==> src/logic/cpuPkg.sv <==
package cpuPkg;

	typedef logic [15:0] word_t;
	typedef logic [1:0]  regIdx_t;
	typedef logic [3:0]  opcode_t;
	typedef logic [5:0]  func_t;

	// micro-state sequence of the multicycle FSM
	typedef enum logic [3:0] {
		IF1,
		IF2,
		IF3,
		ID,
		EX,
		MEM1,
		MEM2,
		WB,
		HALTED
	} microState_t;

	// the first eight line up with R-type function codes 0 to 7
	typedef enum logic [3:0] {
		ALU_ADD,
		ALU_SUB,
		ALU_AND,
		ALU_OR,
		ALU_NOT,
		ALU_TCP,
		ALU_SHL,
		ALU_SHR,
		ALU_LHI
	} aluOp_t;

	typedef enum logic [2:0] {
		BR_NONE,
		BR_NE,
		BR_EQ,
		BR_GZ,
		BR_LZ
	} branchCond_t;

	// next-PC source applied in EX
	typedef enum logic [1:0] {
		PC_SEQ,
		PC_BRANCH,
		PC_TARGET,
		PC_REG
	} pcSrc_t;

	localparam opcode_t OP_BNE   = 4'd0;
	localparam opcode_t OP_BEQ   = 4'd1;
	localparam opcode_t OP_BGZ   = 4'd2;
	localparam opcode_t OP_BLZ   = 4'd3;
	localparam opcode_t OP_ADI   = 4'd4;
	localparam opcode_t OP_ORI   = 4'd5;
	localparam opcode_t OP_LHI   = 4'd6;
	localparam opcode_t OP_LWD   = 4'd7;
	localparam opcode_t OP_SWD   = 4'd8;
	localparam opcode_t OP_JMP   = 4'd9;
	localparam opcode_t OP_JAL   = 4'd10;
	localparam opcode_t OP_RTYPE = 4'd15;

	localparam func_t FUNC_ADD = 6'd0;
	localparam func_t FUNC_SUB = 6'd1;
	localparam func_t FUNC_AND = 6'd2;
	localparam func_t FUNC_ORR = 6'd3;
	localparam func_t FUNC_NOT = 6'd4;
	localparam func_t FUNC_TCP = 6'd5;
	localparam func_t FUNC_SHL = 6'd6;
	localparam func_t FUNC_SHR = 6'd7;
	localparam func_t FUNC_JPR = 6'd25;
	localparam func_t FUNC_JRL = 6'd26;
	localparam func_t FUNC_WWD = 6'd28;
	localparam func_t FUNC_HLT = 6'd29;

	// destination of JAL and JRL
	localparam regIdx_t LINK_REG = 2'd2;

endpackage

==> src/logic/controlUnit.sv <==
`timescale 1ns/100ps

module controlUnit import cpuPkg::*; (
	input  logic        clk,
	input  logic        reset_n,
	input  word_t       instruction,
	output microState_t microState,
	output aluOp_t      aluOp,
	output logic        aluSrc,
	output logic        zeroExtImm,
	output logic        regDst,
	output logic        linkWrite,
	output logic        memToReg,
	output logic        memRead,
	output logic        memWrite,
	output logic        regWrite,
	output branchCond_t branchCond,
	output pcSrc_t      pcSrc,
	output logic        wwd,
	output logic        isHalted
);

	opcode_t     opcode;
	func_t       func;
	aluOp_t      decodedOp;
	logic        halt;
	logic        writesBack;
	microState_t nextState;

	assign opcode = instruction[15:12];
	assign func = instruction[5:0];

	// instruction decode, independent of the micro-state
	always_comb begin
		decodedOp = ALU_ADD;
		aluSrc = 1'b0;
		zeroExtImm = 1'b0;
		regDst = 1'b0;
		linkWrite = 1'b0;
		memToReg = 1'b0;
		memRead = 1'b0;
		memWrite = 1'b0;
		branchCond = BR_NONE;
		pcSrc = PC_SEQ;
		wwd = 1'b0;
		halt = 1'b0;
		writesBack = 1'b0;
		case (opcode)
			OP_BNE, OP_BEQ, OP_BGZ, OP_BLZ: begin
				aluSrc = 1'b1;
				pcSrc = PC_BRANCH;
				// opcodes 0..3 map onto NE, EQ, GZ, LZ
				branchCond = branchCond_t'({1'b0, opcode[1:0]} + 3'd1);
			end
			OP_ADI, OP_ORI, OP_LHI: begin
				aluSrc = 1'b1;
				writesBack = 1'b1;
				zeroExtImm = (opcode == OP_ORI);
				if (opcode == OP_ORI) begin
					decodedOp = ALU_OR;
				end else if (opcode == OP_LHI) begin
					decodedOp = ALU_LHI;
				end
			end
			OP_LWD: begin
				aluSrc = 1'b1;
				memRead = 1'b1;
				memToReg = 1'b1;
				writesBack = 1'b1;
			end
			OP_SWD: begin
				aluSrc = 1'b1;
				memWrite = 1'b1;
			end
			OP_JMP: pcSrc = PC_TARGET;
			OP_JAL: begin
				pcSrc = PC_TARGET;
				linkWrite = 1'b1;
				writesBack = 1'b1;
			end
			OP_RTYPE: begin
				regDst = 1'b1;
				if (func <= FUNC_SHR) begin
					decodedOp = aluOp_t'({1'b0, func[2:0]});
					writesBack = 1'b1;
				end
				case (func)
					FUNC_JPR: pcSrc = PC_REG;
					FUNC_JRL: begin
						pcSrc = PC_REG;
						linkWrite = 1'b1;
						writesBack = 1'b1;
					end
					FUNC_WWD: wwd = 1'b1;
					FUNC_HLT: halt = 1'b1;
					default: ;
				endcase
			end
			default: ;
		endcase
	end

	// fetch borrows the ALU for PC+1
	assign aluOp = (microState == IF2 || microState == IF3) ? ALU_ADD : decodedOp;
	assign regWrite = (microState == WB);
	assign isHalted = (microState == HALTED);

	always_comb begin
		nextState = microState;
		case (microState)
			IF1: nextState = IF2;
			IF2: nextState = IF3;
			IF3: nextState = ID;
			ID: begin
				if (halt) begin
					nextState = HALTED;
				end else if (wwd) begin
					nextState = IF1;
				end else begin
					nextState = EX;
				end
			end
			EX: begin
				if (memRead || memWrite) begin
					nextState = MEM1;
				end else if (writesBack) begin
					nextState = WB;
				end else begin
					nextState = IF1;
				end
			end
			MEM1: nextState = MEM2;
			MEM2: nextState = memRead ? WB : IF1;
			WB: nextState = IF1;
			// only reset leaves HALTED
			default: nextState = microState;
		endcase
	end

	always_ff @(posedge clk) begin
		if (!reset_n) begin
			microState <= IF1;
		end else begin
			microState <= nextState;
		end
	end

endmodule

==> config.mk <==
export PLATFORM = sky130hd
export DESIGN_NAME = controlUnit
export DESIGN_NICKNAME = d
export VERILOG_FILES = /design/src/logic/cpuPkg.sv /design/src/logic/controlUnit.sv
export SDC_FILE = /design/constraint.sdc
export NUM_CORES = 1
export LEC_CHECK = 0
export ABC_AREA = 0
export BUFFER_PORTS_ARGS = -buffer_cell sky130_fd_sc_hd__buf_2
export CAP_MARGIN = 15
export CORE_MARGIN = 3
export CORE_UTILIZATION = 30
export CTS_CLUSTER_DIAMETER = 150
export CTS_CLUSTER_SIZE = 25
export DETAILED_ROUTE_END_ITERATION = 6
export PLACE_DENSITY = 0.7
export SLEW_MARGIN = 20
export SYNTH_ARGS = -nofsm -noshare
export SYNTH_HDL_FRONTEND = slang
export SYNTH_SLANG_ARGS = --single-unit
export TNS_END_PERCENT = 30
==> constraint.sdc <==
create_clock -name clk -period 3.95 [get_ports clk]
set_clock_uncertainty 0.05 [all_clocks]
set_input_delay 0.79 -clock clk [delete_from_list [all_inputs] [get_ports clk]]
set_output_delay 0.79 -clock clk [all_outputs]
set_load 0.005 [all_outputs]
# == Word level (Yosys, flattened, before mapping) ==
# Index checks and enable logic that the tools add are counted.
# totals
register_bits,4
out_inout_bits,23
wordCells,65
# op_classes
addsub,1
order_cmp,1
eq_ne,23
mux,28
n_reduce_logical,11
# ops
operator,n
"equality test 4 x 3 -> 1 bit, second input constant",8
case mux 4 bit (8 select lines),1
"equality test 6 x 5 -> 1 bit, second input constant",4
"equality test 4 bit, second input constant",5
2-to-1 mux 3 bit,6
"equality test 4 x 2 -> 1 bit, second input constant",4
2-to-1 mux 4 bit,4
2-to-1 mux 1 bit,12
OR reduction 9 bit,1
"equality test 4 x 1 -> 1 bit, second input constant",2
logical NOT 4 bit,2
case mux 4 bit (2 select lines),1
nonzero test 8 bit,1
"<= comparator 6 x 3 -> 1 bit, second input constant",1
case mux 2 bit (3 select lines),1
OR reduction 5 bit,1
case mux 1 bit (2 select lines),2
OR reduction 2 bit,2
OR reduction 4 bit,1
"adder 2 x 1 -> 3 bit, second input constant",1
OR reduction 3 bit,1
logical OR 1 bit,2
2-to-1 mux 2 bit,1

# == Longest topological paths before layout ==
# logic_depth
depth_word,7
mapped_depth,6
depth_no_buf,6

# == Worst setup path before layout ==
# Ideal clock, no wire load.
# synth_timing
path_kind,input port to output port
startpoint,in instruction[12]
endpoint,out wwd
arrival_time_ns,1.772
setup_slack_ns,1.338
cell_stages,4
n_path_buf,0
cell_sequence,ha_1 -> nand3_2 -> or4_4 -> nor2_1
# synth_between
elab_chain_cells,2
# synth_lines
element,line,rtl
start: declaration,controlUnit.sv:6,"input word_t instruction,"
equality test 4 bit,controlUnit.sv:48,case (opcode)
2-to-1 mux 1 bit,controlUnit.sv:48,
end: declaration,controlUnit.sv:19,"output logic wwd,"
# No other way between the ends.

# == Worst setup path after layout ==
# layout_timing
startpoint,in instruction[12]
endpoint,out linkWrite
# layout_between
elab_chain_cells,2
# layout_lines
element,line,rtl
equality test 4 bit,controlUnit.sv:48,
case mux 1 bit (2 select lines) (*),controlUnit.sv:48,
end: declaration,controlUnit.sv:12,"output logic linkWrite,"
# Mark *: on every way between the ends. The rest lies on a longest branch, timed or not.

==> impl_summary.txt <==
----------------------------------------------------
[Outcome]
  Outcome ... complete, no violations

[Clock tree]
  TritonCTS Buffers ... 3
  Cts hold-fix bufs ... 0
  Worst-case clock buffer depth ... 2
  Number of gates resized after cts ... 0
  Number of H-tree branching levels ... 1
  CTS clk-pin slew, worst paths ... 40 ps
  CTS sink cnt ... 4
  Root Buffer Master ... sky130_fd_sc_hd__clkbuf_4
  Worst-skew pair later-pin latency ... 230 ps
  Setup fix buffers added after clock tree synthesis ... 0
  Clock tree from TritonCTS ... yes

[Cells and area]
  Top library cells by usage in the layout, fill and taps aside ... 34 x sky130_fd_sc_hd__buf_2, 11 x sky130_fd_sc_hd__inv_1, 10 x sky130_fd_sc_hd__nand2_1, 6 x sky130_fd_sc_hd__o21ai_0
  Combined area of the multi-input logic cells ... 454 µm²
  Share of post-route cells with drive strength above 1 ... 33.1%
  Filler instances ... 211
  Regs by FF count ... microState x4
  Final net count ... 145
  N_diodes ... 0
  Area added between synthesis and finish ... 33.1%
  Leading cell type in the layout, fill and taps excluded ... sky130_fd_sc_hd__buf_2
  Sequential Area ... 80.1 µm²
  Final non-filler cell area ... 800 µm²
  Flip-flop count of the largest register after layout ... 4
  Register with the most flip-flops ... microState

[Drt]
  DR WL/cell ... 11.0 µm
  Length of the first detailed-routing pass in iterations ... 4
  Drt first-iter violations ... 11
  Final ANT Viol Nets ... 0
  DRT Wirelength ... 1.60 mm
  Overall via count from detail_route ... 754
  Detail-routed via count per cell ... 5.16
  Residual DRC count ... 0

[Floorplan]
  Number of rows created at floorplan ... 15
  Die ar. ... 0.00257 mm²
  # IOs ... 41
  Vertical die dimension ... 50.7 µm
  Horizontal die dimension ... 50.7 µm
  Initial standard-cell utilization of the core ... 33.3%
  Placeable core region ... 0.00180 mm²

[Global route]
  Total grt overflow ... 0
  Met1 track demand over resource in global routing ... 16.6%
  First-pass GRT wire length ... 2.62 mm
  Global routing usage summed across all routing layers ... 13.0%
  Vias in the first global route ... 615
  Pin count of the biggest net entering global routing ... 15
  Busiest layer in global routing ... met2
  Grt met3 use ... 2.97%
  GR met2 Demand/Resource ... 20.2%
  Number of antenna violations at the first check in global routing ... 0

[Worst setup path]
  Setup crit start kind ... input port
  Crit-path cells ... buf_2 > ha_1 > nand3_2 > nor4_1 > inv_1 > nand2_1 > buf_2
  Max FO, Critical Path ... 7
  Data required time of the worst path ... 3110 ps
  Arrival time reported for the critical path endpoint ... 2160 ps
  Worst Path Class, Setup ... input port to output port
  Reg2Reg Launch Point ... microState[0]
  CP bufs+invs ... 3
  Maximum single-stage delay on the critical path ... 520 ps
  Worst Reg-to-Reg Cells ... 4
  Critical Path End Type ... output port
  FF-to-FF setup slack ... 2580 ps
  Kind of cell with the highest combined delay on the critical path ... simple AND/OR/NAND/NOR gates
  Critical Path Slowest Stage Cell ... sky130_fd_sc_hd__nor4_1
  Cell type with the highest occurrence count on the critical path ... sky130_fd_sc_hd__buf_2
  Endpoint of the worst-slack reg-to-reg timing path ... microState[3]

[Timing]
  Final critical path time including I/O delays and setup ... 3000 ps
  Final hold vios ... 0
  Timing-limited maximum frequency ... 0.334 GHz
  Setup TNS after final layout ... 0 ps
  Final worst path period share ... 75.8%
  Fin. max-slew vios ... 0
  Unrepaired setup endpoints after global routing ... no
  Transition time at the pin with the least slew margin ... 525 ps
  Final Worst Setup Slack ... 955 ps
  Final setup viols ... 0
  Rel. slew slack ... 64.7%

[Pwr]
  Worst vdd ir ... 0.000109 V
  Leakage dissipation ... 0.000444 µW
  Pwr/cell area ... 191 mW/mm²

[Yosys]
  Number of standard cells after synthesis ... 89
  Warning count from the yosys run ... 0
  Flip-flop and latch count after synthesis ... 4
  Total nets after synthesis ... 111
  Sequential area share after synthesis ... 13.3%
  Mapped cell area ... 601 µm²
  Mean Syn Cell Area ... 6.75 µm²
  Count of cell types in the netlist ... 36

[Placement]
  Port buffer count ... 34
  Worst slack at placement ... 956 ps
  Instance area after placement ... 777 µm²
  Estimated wirelength of the detail-placed design ... 1.31 mm
  Routability congestion estimate from global placement ... 0.787

[Min path]
  Class of the most critical hold timing path ... register to register
  Worst hold path startpoint ... microState[3]
  Endpoint of the worst hold path ... microState[3]
  Hold path depth ... 1

[Job]
  Max-capacitance violation count ... 0

----------------------------------------------------
per-stage QoR:
stage | cells | utilization [%] | hold WS (ps) | total power [µW]
2_1_floorplan | 89 | - | 566 | 83.2
3_3_place_gp | 143 | 43.1 | 591 | 104
3_5_place_dp | 143 | 43.1 | 605 | 105
4_1_cts | 146 | 44.4 | 610 | 155
5_1_grt | 146 | 44.4 | 650 | 167
6_report | 146 | 44.4 | 604 | 153
routing by layer:
layer  wire length [µm]  share of wire, %  up-vias
met3                119               7.4        2
li1                   -                 -      386
met4                  8              0.50        0
met1                745                47      338
met2                728                45       28
met5                  0                 0        -
where the power goes:
part	switching [µW]	total (µW)	internal (µW)
sequential	6.27	49.8	43.5
clock	15.3	49.2	33.9
combinational	28.4	54.2	25.8
final cells by class:
cell class                 count  area share, %
multi-input combinational     69           56.8
clock buffer                   3           2.82
inverter                      11           5.16
tap                           25           3.91
sequential                     4           10.0
timing repair buffer          34           21.3
synth_stat cells (all sizes together):
library cell,count,share of area [%]
o21a,1,1.3
o2111ai,1,1.5
clkbuf,3,2.1
nand2,10,6.3
dfxtp,4,13
nor4,4,4.2
nand2b,2,2.1
o31a,1,1.5
nor3,1,0.83
a21oi,4,3.3
nor3b,2,2.5
o31ai,1,1.3
o221ai,1,1.5
xnor2,1,1.5
nand3b,5,6.3
o21ai,8,6.7
or4,2,3.1
nor4b,2,2.9
or3,1,1.0
nor2,5,3.1
buf,2,2.1
and3,2,2.1
inv,11,6.9
a211oi,1,1.3
nor2b,4,4.2
nand4b,1,1.5
ha,4,8.3
nor4bb,1,1.7
a22oi,1,2.1
a211o,1,1.5
nand3,2,2.5
how the worst max path moves through the flow:
stage,from,endpoint,slack (ps),depth (start not counted)
after floorplan,instruction[12],wwd,1340,4
after global placement,instruction[12],linkWrite,970,7
after detailed placement,instruction[12],linkWrite,960,7
after CTS,instruction[12],linkWrite,930,7
after global routing,instruction[12],linkWrite,800,7
final,instruction[12],linkWrite,950,7
kinds of logic after synthesis:
| family | Yosys count | synth area share, % |
|---|---|---|
| flops | 4 | 13.3 |
| compound gates | 20 | 21.7 |
| xor+xnor | 1 | 1.46 |
| simple gates | 44 | 44.2 |
| fa+ha+maj | 4 | 8.33 |
| buf+inv | 16 | 11.0 |
(Power assumes the default switching activity.)
